$ cat src/logic/ialu_defs.svh
// --------------------------------------------------
// Vector integer ALU sizing
// Lane count, word width, queue depth and credits
// --------------------------------------------------

`ifndef IALU_DEFS_SVH
`define IALU_DEFS_SVH

`define IALU_LANES        4    // Parallel lanes
`define IALU_XLEN         32   // Operand width
`define IALU_SHAMT_W      5    // Shift amount bits

// Command queue entries, also the initial command credits
`define IALU_QUEUE_DEPTH  4

`define IALU_RES_CREDITS  2    // Result slots at the consumer
`define IALU_CNT_W        5    // Multiply step counter

`endif

$ cat src/logic/ialu_pkg.sv
// --------------------------------------------------
// Vector integer ALU types
// Command encoding and the structs passed between
// the decode, execute and result stages
// --------------------------------------------------

`include "ialu_defs.svh"

package ialu_pkg;

    typedef enum logic [4:0] {
        CMD_AND,
        CMD_OR,
        CMD_XOR,
        CMD_ADD,
        CMD_SUB,
        CMD_LT,
        CMD_LTU,
        CMD_EQ,
        CMD_NE,
        CMD_GE,
        CMD_GEU,
        CMD_SLL,
        CMD_SRL,
        CMD_SRA,
        CMD_MUL,
        CMD_MULH,
        CMD_MULHSU,
        CMD_MULHU
    } ialu_cmd_e;

    typedef logic [`IALU_XLEN-1:0] lane_word_t;
    typedef lane_word_t [`IALU_LANES-1:0] lane_vec_t;

    typedef struct packed {
        ialu_cmd_e  cmd;
        lane_vec_t  op1;
        lane_vec_t  op2;
    } ialu_req_s;

    typedef struct packed {
        logic       z;          // Zero
        logic       s;          // Sign
        logic       o;          // Overflow
        logic       c;          // Carry out, borrow on subtract
    } ialu_flags_s;

    // sel with sub clear: 000 sum, 01x AND, 10x OR, 11x XOR
    // sel with sub set:   000 sum, {01 LT, 10 LTU, 11 EQ} with bit 0 inverting
    typedef struct packed {
        logic       sub;        // Adder subtracts
        logic [1:0] shft;       // 01 SLL, 10 SRL, 11 SRA
        logic [2:0] sel;        // Logic or compare select
        logic       iter;       // Iterative multiply
        logic       mul_hi;     // Upper product half wanted
        logic       op1_signed;
        logic       op2_signed;
        lane_vec_t  op1;
        lane_vec_t  op2;
    } ialu_uop_s;

    typedef struct packed {
        lane_vec_t              data;
        logic [`IALU_LANES-1:0] cmp;   // Compare outcome per lane
    } ialu_res_s;

endpackage

$ cat src/logic/ialu_decode.sv
// --------------------------------------------------
// Vector ALU decode stage
// Credited command queue feeding a registered
// micro-op decode
// --------------------------------------------------

`include "ialu_defs.svh"

module ialu_decode (
    input  logic                clk,
    input  logic                rst_n,
    input  logic                in_valid,
    input  ialu_pkg::ialu_req_s in_req,
    output logic                in_credit,
    output logic                uop_valid,
    output ialu_pkg::ialu_uop_s uop,
    input  logic                uop_ready
);
    import ialu_pkg::*;

    localparam int PTR_W = $clog2(`IALU_QUEUE_DEPTH);
    localparam int CNT_W = $clog2(`IALU_QUEUE_DEPTH + 1);

    ialu_req_s          queue [`IALU_QUEUE_DEPTH];
    logic [PTR_W-1:0]   wr_ptr;
    logic [PTR_W-1:0]   rd_ptr;
    logic [CNT_W-1:0]   count;
    logic               pop;
    ialu_req_s          head;
    ialu_uop_s          dec;

    function automatic logic [PTR_W-1:0] ptr_inc(input logic [PTR_W-1:0] p);
        return (p == PTR_W'(`IALU_QUEUE_DEPTH - 1)) ? '0 : p + 1'b1;
    endfunction

    //--------------------------------------------------
    // Command queue
    //--------------------------------------------------
    assign head      = queue[rd_ptr];
    assign pop       = (count != '0) && (!uop_valid || uop_ready);
    assign in_credit = pop;                    // One credit back per pop

    always_ff @(posedge clk) begin
        if (in_valid) begin
            queue[wr_ptr] <= in_req;
        end
    end

    always_ff @(posedge clk, negedge rst_n) begin
        if (!rst_n) begin
            wr_ptr <= '0;
            rd_ptr <= '0;
            count  <= '0;
        end else begin
            if (in_valid) begin
                wr_ptr <= ptr_inc(wr_ptr);
            end
            if (pop) begin
                rd_ptr <= ptr_inc(rd_ptr);
            end
            count <= count + CNT_W'(in_valid) - CNT_W'(pop);  // Source never overruns
        end
    end

    //--------------------------------------------------
    // Micro-op decode
    //--------------------------------------------------
    always_comb begin
        dec     = '0;
        dec.op1 = head.op1;
        dec.op2 = head.op2;
        case (head.cmd)
            CMD_AND : dec.sel = 3'b010;
            CMD_OR  : dec.sel = 3'b100;
            CMD_XOR : dec.sel = 3'b110;
            CMD_SUB : dec.sub = 1'b1;
            CMD_LT, CMD_GE : begin
                dec.sub = 1'b1;
                dec.sel = {2'b01, head.cmd == CMD_GE};
            end
            CMD_LTU, CMD_GEU : begin
                dec.sub = 1'b1;
                dec.sel = {2'b10, head.cmd == CMD_GEU};
            end
            CMD_EQ, CMD_NE : begin
                dec.sub = 1'b1;
                dec.sel = {2'b11, head.cmd == CMD_NE};
            end
            CMD_SLL : dec.shft = 2'b01;
            CMD_SRL : dec.shft = 2'b10;
            CMD_SRA : dec.shft = 2'b11;
            CMD_MUL, CMD_MULH, CMD_MULHSU, CMD_MULHU : begin
                dec.iter       = 1'b1;
                dec.mul_hi     = (head.cmd != CMD_MUL);
                dec.op1_signed = (head.cmd != CMD_MULHU);
                dec.op2_signed = (head.cmd == CMD_MUL) || (head.cmd == CMD_MULH);
            end
            default : begin                    // ADD and unused codes
            end
        endcase
    end

    always_ff @(posedge clk, negedge rst_n) begin
        if (!rst_n) begin
            uop_valid <= 1'b0;
        end else if (pop) begin
            uop_valid <= 1'b1;
        end else if (uop_ready) begin
            uop_valid <= 1'b0;
        end
    end

    always_ff @(posedge clk) begin
        if (pop) begin
            uop <= dec;
        end
    end

endmodule

$ cat src/logic/ialu_execute.sv
// --------------------------------------------------
// Vector ALU execute stage
// Per-lane adder, shifter, logic and compares plus a
// bit-serial shift-add multiplier
// --------------------------------------------------

`include "ialu_defs.svh"

module ialu_execute (
    input  logic                clk,
    input  logic                rst_n,
    input  logic                uop_valid,
    input  ialu_pkg::ialu_uop_s uop,
    output logic                uop_ready,
    output logic                ex_valid,
    output ialu_pkg::ialu_res_s ex_res,
    input  logic                ex_ready
);
    import ialu_pkg::*;

    logic                   busy;              // Multiply iterating
    logic                   fin;               // Product waits for output slot
    logic [`IALU_CNT_W-1:0] step_cnt;          // Shared by all lanes
    logic                   last_step;
    logic                   mul_hi_q;
    logic                   op1_s_q;
    logic                   op2_s_q;
    logic                   out_free;
    logic                   accept;
    lane_vec_t              alu_word;
    lane_vec_t              mul_word;
    logic [`IALU_LANES-1:0] alu_cmp;

    assign out_free  = !ex_valid || ex_ready;
    assign uop_ready = !busy && !fin && out_free;
    assign accept    = uop_valid && uop_ready;
    assign last_step = (step_cnt == `IALU_CNT_W'(`IALU_XLEN - 1));

    //--------------------------------------------------
    // Multiply sequencing
    //--------------------------------------------------
    always_ff @(posedge clk, negedge rst_n) begin
        if (!rst_n) begin
            busy     <= 1'b0;
            fin      <= 1'b0;
            step_cnt <= '0;
        end else if (accept && uop.iter) begin
            busy     <= 1'b1;
            step_cnt <= '0;
        end else if (busy) begin
            step_cnt <= step_cnt + 1'b1;
            if (last_step) begin
                busy <= 1'b0;
                fin  <= 1'b1;
            end
        end else if (fin && out_free) begin
            fin <= 1'b0;
        end
    end

    always_ff @(posedge clk) begin
        if (accept && uop.iter) begin
            mul_hi_q <= uop.mul_hi;
            op1_s_q  <= uop.op1_signed;
            op2_s_q  <= uop.op2_signed;
        end
    end

    //--------------------------------------------------
    // Lanes
    //--------------------------------------------------
    for (genvar i = 0; i < `IALU_LANES; i++) begin : g_lane
        lane_word_t               a;
        lane_word_t               b;
        logic [`IALU_SHAMT_W-1:0] shamt;
        logic [`IALU_XLEN:0]      sum;
        ialu_flags_s              flags;
        lane_word_t               shft_res;
        lane_word_t               logic_res;
        lane_word_t               res_w;
        logic                     cmp_raw;
        logic                     is_cmp;
        lane_word_t               acc_hi;
        lane_word_t               acc_lo;      // Multiplier bits, then product low half
        lane_word_t               mcand;
        logic [`IALU_XLEN:0]      acc_ext;
        logic [`IALU_XLEN:0]      addend;
        logic [`IALU_XLEN:0]      partial;

        assign a     = uop.op1[i];
        assign b     = uop.op2[i];
        assign shamt = b[`IALU_SHAMT_W-1:0];
        assign sum   = uop.sub ? ({1'b0, a} - {1'b0, b}) : ({1'b0, a} + {1'b0, b});

        always_comb begin
            flags.c = sum[`IALU_XLEN];
            flags.z = ~|sum[`IALU_XLEN-1:0];
            flags.s = sum[`IALU_XLEN-1];
            flags.o = (~a[`IALU_XLEN-1] &  b[`IALU_XLEN-1] &  sum[`IALU_XLEN-1]) |
                      ( a[`IALU_XLEN-1] & ~b[`IALU_XLEN-1] & ~sum[`IALU_XLEN-1]);
        end

        always_comb begin
            case (uop.shft)
                2'b10   : shft_res = a >> shamt;
                2'b11   : shft_res = $signed(a) >>> shamt;
                default : shft_res = a << shamt;
            endcase
        end

        always_comb begin
            case (uop.sel[2:1])
                2'b01   : logic_res = a & b;
                2'b10   : logic_res = a | b;
                default : logic_res = a ^ b;
            endcase
        end

        always_comb begin
            case (uop.sel[2:1])
                2'b01   : cmp_raw = flags.s ^ flags.o;   // Signed less than
                2'b10   : cmp_raw = flags.c;             // Unsigned less than
                default : cmp_raw = flags.z;
            endcase
        end

        assign is_cmp     = uop.sub && (uop.sel != 3'b000);
        assign alu_cmp[i] = is_cmp && (cmp_raw ^ uop.sel[0]);

        always_comb begin
            if (uop.shft != 2'b00) begin
                res_w = shft_res;
            end else if (uop.sel == 3'b000) begin
                res_w = sum[`IALU_XLEN-1:0];
            end else if (uop.sub) begin
                res_w = lane_word_t'(alu_cmp[i]);
            end else begin
                res_w = logic_res;
            end
        end

        assign alu_word[i] = res_w;

        // One multiplier bit per step, last step negates for a signed op2
        assign acc_ext = {op1_s_q & acc_hi[`IALU_XLEN-1], acc_hi};
        assign addend  = acc_lo[0] ? {op1_s_q & mcand[`IALU_XLEN-1], mcand} : '0;
        assign partial = (op2_s_q && last_step) ? (acc_ext - addend) : (acc_ext + addend);

        always_ff @(posedge clk) begin
            if (accept && uop.iter) begin
                acc_hi <= '0;
                acc_lo <= b;
                mcand  <= a;
            end else if (busy) begin
                {acc_hi, acc_lo} <= {partial, acc_lo[`IALU_XLEN-1:1]};
            end
        end

        assign mul_word[i] = mul_hi_q ? acc_hi : acc_lo;
    end

    //--------------------------------------------------
    // Output register
    //--------------------------------------------------
    always_ff @(posedge clk, negedge rst_n) begin
        if (!rst_n) begin
            ex_valid <= 1'b0;
        end else if ((accept && !uop.iter) || (fin && out_free)) begin
            ex_valid <= 1'b1;
        end else if (ex_ready) begin
            ex_valid <= 1'b0;
        end
    end

    always_ff @(posedge clk) begin
        if (accept && !uop.iter) begin
            ex_res.data <= alu_word;
            ex_res.cmp  <= alu_cmp;
        end else if (fin && out_free) begin
            ex_res.data <= mul_word;
            ex_res.cmp  <= '0;                 // Multiplies never compare
        end
    end

endmodule

$ cat src/logic/ialu_result.sv
// --------------------------------------------------
// Vector ALU result stage
// Holds one result and issues it against consumer
// credits
// --------------------------------------------------

`include "ialu_defs.svh"

module ialu_result (
    input  logic                clk,
    input  logic                rst_n,
    input  logic                ex_valid,
    input  ialu_pkg::ialu_res_s ex_res,
    output logic                ex_ready,
    output logic                res_valid,
    output ialu_pkg::ialu_res_s res,
    input  logic                res_credit
);

    localparam int CRED_W = $clog2(`IALU_RES_CREDITS + 1);

    logic              full;                   // Result register occupied
    logic [CRED_W-1:0] credits;
    logic              take;

    assign res_valid = full && (credits != '0);
    assign ex_ready  = !full || res_valid;
    assign take      = ex_valid && ex_ready;

    always_ff @(posedge clk, negedge rst_n) begin
        if (!rst_n) begin
            full <= 1'b0;
        end else if (take) begin
            full <= 1'b1;
        end else if (res_valid) begin
            full <= 1'b0;
        end
    end

    //--------------------------------------------------
    // Consumer credits
    //--------------------------------------------------
    always_ff @(posedge clk, negedge rst_n) begin
        if (!rst_n) begin
            credits <= CRED_W'(`IALU_RES_CREDITS);
        end else begin
            credits <= credits - CRED_W'(res_valid) + CRED_W'(res_credit);
        end
    end

    always_ff @(posedge clk) begin
        if (take) begin
            res <= ex_res;
        end
    end

endmodule

$ cat src/logic/vec_ialu.sv
// --------------------------------------------------
// Four-lane vector integer ALU
// Decode, execute and result stages with credit
// flow control on both sides
// --------------------------------------------------

module vec_ialu (
    input  logic                clk,
    input  logic                rst_n,
    input  logic                in_valid,
    input  ialu_pkg::ialu_req_s in_req,
    output logic                in_credit,
    output logic                res_valid,
    output ialu_pkg::ialu_res_s res,
    input  logic                res_credit
);
    import ialu_pkg::*;

    logic       uop_valid;
    logic       uop_ready;
    ialu_uop_s  uop;
    logic       ex_valid;
    logic       ex_ready;
    ialu_res_s  ex_res;

    ialu_decode u_decode (
        .clk       (clk),
        .rst_n     (rst_n),
        .in_valid  (in_valid),
        .in_req    (in_req),
        .in_credit (in_credit),
        .uop_valid (uop_valid),
        .uop       (uop),
        .uop_ready (uop_ready)
    );

    ialu_execute u_execute (
        .clk       (clk),
        .rst_n     (rst_n),
        .uop_valid (uop_valid),
        .uop       (uop),
        .uop_ready (uop_ready),
        .ex_valid  (ex_valid),
        .ex_res    (ex_res),
        .ex_ready  (ex_ready)
    );

    ialu_result u_result (
        .clk        (clk),
        .rst_n      (rst_n),
        .ex_valid   (ex_valid),
        .ex_res     (ex_res),
        .ex_ready   (ex_ready),
        .res_valid  (res_valid),
        .res        (res),
        .res_credit (res_credit)
    );

endmodule

$ cat config.mk
export PLATFORM = sky130hd
export DESIGN_NAME = vec_ialu
export DESIGN_NICKNAME = d
export VERILOG_FILES = /design/src/logic/ialu_pkg.sv /design/src/logic/ialu_decode.sv /design/src/logic/ialu_execute.sv /design/src/logic/ialu_result.sv /design/src/logic/vec_ialu.sv
export VERILOG_INCLUDE_DIRS = /design/src /design/src/logic
export SDC_FILE = /design/constraint.sdc
export NUM_CORES = 2
export LEC_CHECK = 0
export ABC_AREA = 1
export BUFFER_PORTS_ARGS = -buffer_cell sky130_fd_sc_hd__clkbuf_2
export CAP_MARGIN = 20
export CORE_UTILIZATION = 55
export CTS_BUF_LIST = sky130_fd_sc_hd__clkbuf_8
export DETAILED_ROUTE_END_ITERATION = 7
export PLACE_DENSITY = 0.74
export RECOVER_POWER = 100
export SLEW_MARGIN = 30
export SYNTH_ARGS = -nofsm -noshare
export SYNTH_HDL_FRONTEND = slang
export SYNTH_HIERARCHICAL = 1
export SYNTH_SLANG_ARGS = --single-unit
$ cat constraint.sdc
create_clock -name clk -period 9.55 [get_ports clk]
set_input_delay 1.91 -clock clk [delete_from_list [all_inputs] [get_ports clk]]
set_output_delay 1.91 -clock clk [all_outputs]
set_load 0.02 [all_outputs]
==> impl_metrics.json <==
{
  "grt_pass1_vias": 93500,
  "vias_per_cell": 6.10,
  "hold_viol_final": 0,
  "relSlewSlack": -3.04,
  "startpoint_type": "flop",
  "n_fill_cell": 19100,
  "synth.distinct_cells": 74,
  "fin_area_um2": 128000,
  "synth-seq-cells": 1980,
  "grt_first_pass_wirelength_um": 645000,
  "synth_xor_area_frac": 0.0253,
  "grt_max_degree": 199,
  "r2r_setup_slack_ns": 1.41,
  "initial_core_util": 0.555,
  "min_path_type": "reg2reg",
  "finalSetupViolCount": 0,
  "synth_simple_gate_area_frac": 0.179,
  "antenna_found_initial": 65,
  "wl_per_cell_um": 26.5,
  "synth-adder-area-share": 0.0592,
  "grt.total_usage": 0.409,
  "dp_hpwl_um": 339000,
  "ant_nets": 0,
  "syn-num-nets": 14800,
  "rows": 169,
  "dieArea_um2": 217000,
  "die_w_um": 466,
  "worstPathRequired_ns": 10.32,
  "worstHoldStart": "u_execute/ex_res[125]",
  "core_region_area_um2": 213000,
  "min_to": "u_result/res[125]",
  "crit_path_max_fanout": 59,
  "cts.repair.resized": 0,
  "fin_setup_tns_ns": 0,
  "post-cts-setup-buffers": 0,
  "place_area_um2": 122000,
  "cts_buffers": 333,
  "outcome": "finished with violations",
  "worst-setup-path-type": "reg2reg",
  "boundaryPins": 399,
  "yosysTopAreaCell": "edfxtp_1",
  "routabilityCongestion": 1.06,
  "routed_wl_um": 457000,
  "cts.sinks": 1980,
  "yosys-mux-area-fraction": 0.00390,
  "syn-cell-area_um2": 118000,
  "cts.htree.levels": 5,
  "clock-root-buffer": "clkbuf_8",
  "fin_hold_ws_ns": 0.394,
  "maxCapViolCount": 30,
  "period_minus_slack_ns": 8.14,
  "drt_first_pass_iters": 7,
  "synth_area_per_cell_um2": 8.45,
  "fmax_mhz": 123,
  "clkLatencyLatePin_ns": 1.11,
  "drtIter0Drc": 16100,
  "synth_top_area_frac": 0.466,
  "num-nets-final": 15000,
  "synth-compound-area-share": 0.162,
  "vias": 105000,
  "slew_viol_final": 1606,
  "endpoint_kind": "flop",
  "synth_area_leaders": "edfxtp_1 (47%), nand2_1 (9.8%), o21ai_0 (7.4%)",
  "synth-edff-count": 1833,
  "worstPathCellList": "inv_1 -> nand3_1 -> nor2_1 -> nor3_1 -> nand2_1 -> nor2_4 -> clkbuf_1 -> inv_1 -> clkbuf_1 -> o21ai_0",
  "crit_path_max_incr_delay_ns": 1.62,
  "cpMaxStageDelayCell": "nor3_1",
  "port_buffers": 398,
  "clockBufferDepth": 4,
  "critical_path_buf_inv_count": 4,
  "critPathArrivalTime_ns": 8.91,
  "synthCells": 14000,
  "critPathTopFamily": "buffers and inverters",
  "rr_worst_depth": 10,
  "yosysWarnings": 6,
  "skew_ns": 0.105,
  "cts_tree": "built",
  "yosysSeqAreaShare": 0.492,
  "period_share": 0.853,
  "clkTransAtPathRegs_ns": 0.06,
  "die_h_um": 466,
  "drcViolationCount": 0,
  "reg2reg_to": "u_execute/g_lane[3].acc_lo[21]",
  "timing.rr.start": "u_result/credits[1]",
  "rsz0062_at_grt": "no",
  "overflow": 0,
  "cts.hold.buffers_added": 0,
  "syn2layout_area_growth_pct": 8.13,
  "synth_top_family_by_area": "simple AND/OR/NAND/NOR gates",
  "synthArstFlopShare": 0.00960,
  "drive_above_1_share": 0.0481,
  "violations": "capacitance limit, slew limit",
  "hold_path_depth": 0,
  "synth-main-ff-cell": "edfxtp_1",
  "worstMarginPinSlew_ns": 6.06
}
-- metal layers --
layer  wire, um  GRT usage  vias to the layer above
met5        426          0                        -
met4       9500     0.0932                       64
met3      74600      0.145                      661
met2     172000      0.520                     6857
met1     201000      0.648                    49800
li1           -          -                    47900
-- synth_stat cells (12+ instances only) --
cell       instances
nor2_1          1431
a31o_2            17
o2111ai_1         22
o21bai_1          20
a32oi_1           18
or2_2             34
nand2_1         3073
clkbuf_1         451
nor2_2            17
and2_1            13
o21ai_1           28
nor4_1            23
a31oi_1           89
clkinv_1          12
nand3_1          391
nand4_1           86
o211ai_1         144
a21oi_1          756
a211oi_1          46
a221oi_1          34
edfxtp_1        1833
o31ai_1           21
inv_2             13
o22ai_1          285
nor3_2            19
nor3_1            71
inv_1           1738
o311ai_0          12
dfrtp_1           18
mux2i_1           46
buf_1             87
ha_1             545
o221ai_1          54
xor2_1           294
nand3b_1          16
buf_4             14
o21ai_0         1739
o21a_1            40
buf_2            106
dfxtp_1          128
a22o_1            27
xnor2_1           44
-- layout make-up --
cell class / instances / area (um^2) / area share
antenna: 22 / 55.1 / 0.000431
clock buffer: 342 / 4710 / 0.0368
clock inverter: 223 / 1400 / 0.0109
inverter: 1764 / 6680 / 0.0523
multi-input combinational: 9573 / 50700 / 0.396
sequential: 1980 / 58100 / 0.455
tap: 2821 / 3530 / 0.0276
timing repair buffer: 549 / 2660 / 0.0208
-- sequential cells by signal (all words and copies together), names as in the netlist, 3 cells and up --
signal	cells
u_decode/queue	1044
u_decode/uop	266
u_execute/ex_res	132
u_result/res	132
u_execute/g_lane.acc_hi	128
u_execute/g_lane.acc_lo	128
u_execute/g_lane.mcand	128
u_execute/step_cnt	5
u_decode/count	3
-- through the flow --
step           setup slack (ns)   util  std cells
5_1_grt                    1.56  0.600      17300
2_1_floorplan              1.25      -      14000
6_report                   1.41  0.601      17300
3_3_place_gp               3.81  0.575      16700
4_1_cts                    3.70  0.604      17200
3_5_place_dp               3.73  0.575      16700
-- logic make-up after synthesis --
group,after synthesis
compound gates,3410
simple gates,5223
xor+xnor,340
flops,1980
buf+inv,2432
mux,46
fa+ha+maj,554
-- worst register-to-register path, stage by stage, from the launching register on --
cell,delay (ns)
dfstp_1,0.54
inv_1,0.07
nand3_1,0.20
nor2_1,0.13
nor3_1,1.62
nand2_1,0.41
nor2_4,0.18
clkbuf_1,1.23
inv_1,0.95
clkbuf_1,1.47
o21ai_0,1.07
-- worst max-delay path by stage --
| stage | from | endpoint | depth (start not counted) |
|---|---|---|---|
| final | u_result/credits[1] | u_execute/g_lane[3].acc_lo[21] | 10 |
| after floorplan | u_result/credits[1] | in_credit | 8 |
| after global placement | u_decode/uop[97] | u_execute/ex_res[100] | 33 |
| after CTS | u_decode/uop[97] | u_execute/ex_res[100] | 33 |
| after global routing | in_valid | u_decode/queue[1][173] | 4 |
| after detailed placement | u_decode/uop[97] | u_execute/ex_res[100] | 33 |
-- placed cells by master (no fill, tap or decap), types with 66 or more instances in the layout --
| master | count |
|---|---|
| inv_1 | 1825 |
| clkinv_1 | 66 |
| a21oi_1 | 756 |
| o211ai_1 | 144 |
| clkbuf_1 | 430 |
| edfxtp_1 | 1833 |
| o22ai_1 | 285 |
| xor2_1 | 294 |
| ha_1 | 543 |
| o21ai_0 | 1751 |
| nand4_1 | 86 |
| clkbuf_8 | 342 |
| buf_4 | 98 |
| dfxtp_1 | 128 |
| nor3_1 | 77 |
| nor2_1 | 1432 |
| a31oi_1 | 89 |
| nand3_1 | 395 |
| nand2_1 | 3073 |
Power is not shown: default switching activity piles up to over one toggle a cycle in this logic, so the estimate is an artifact.
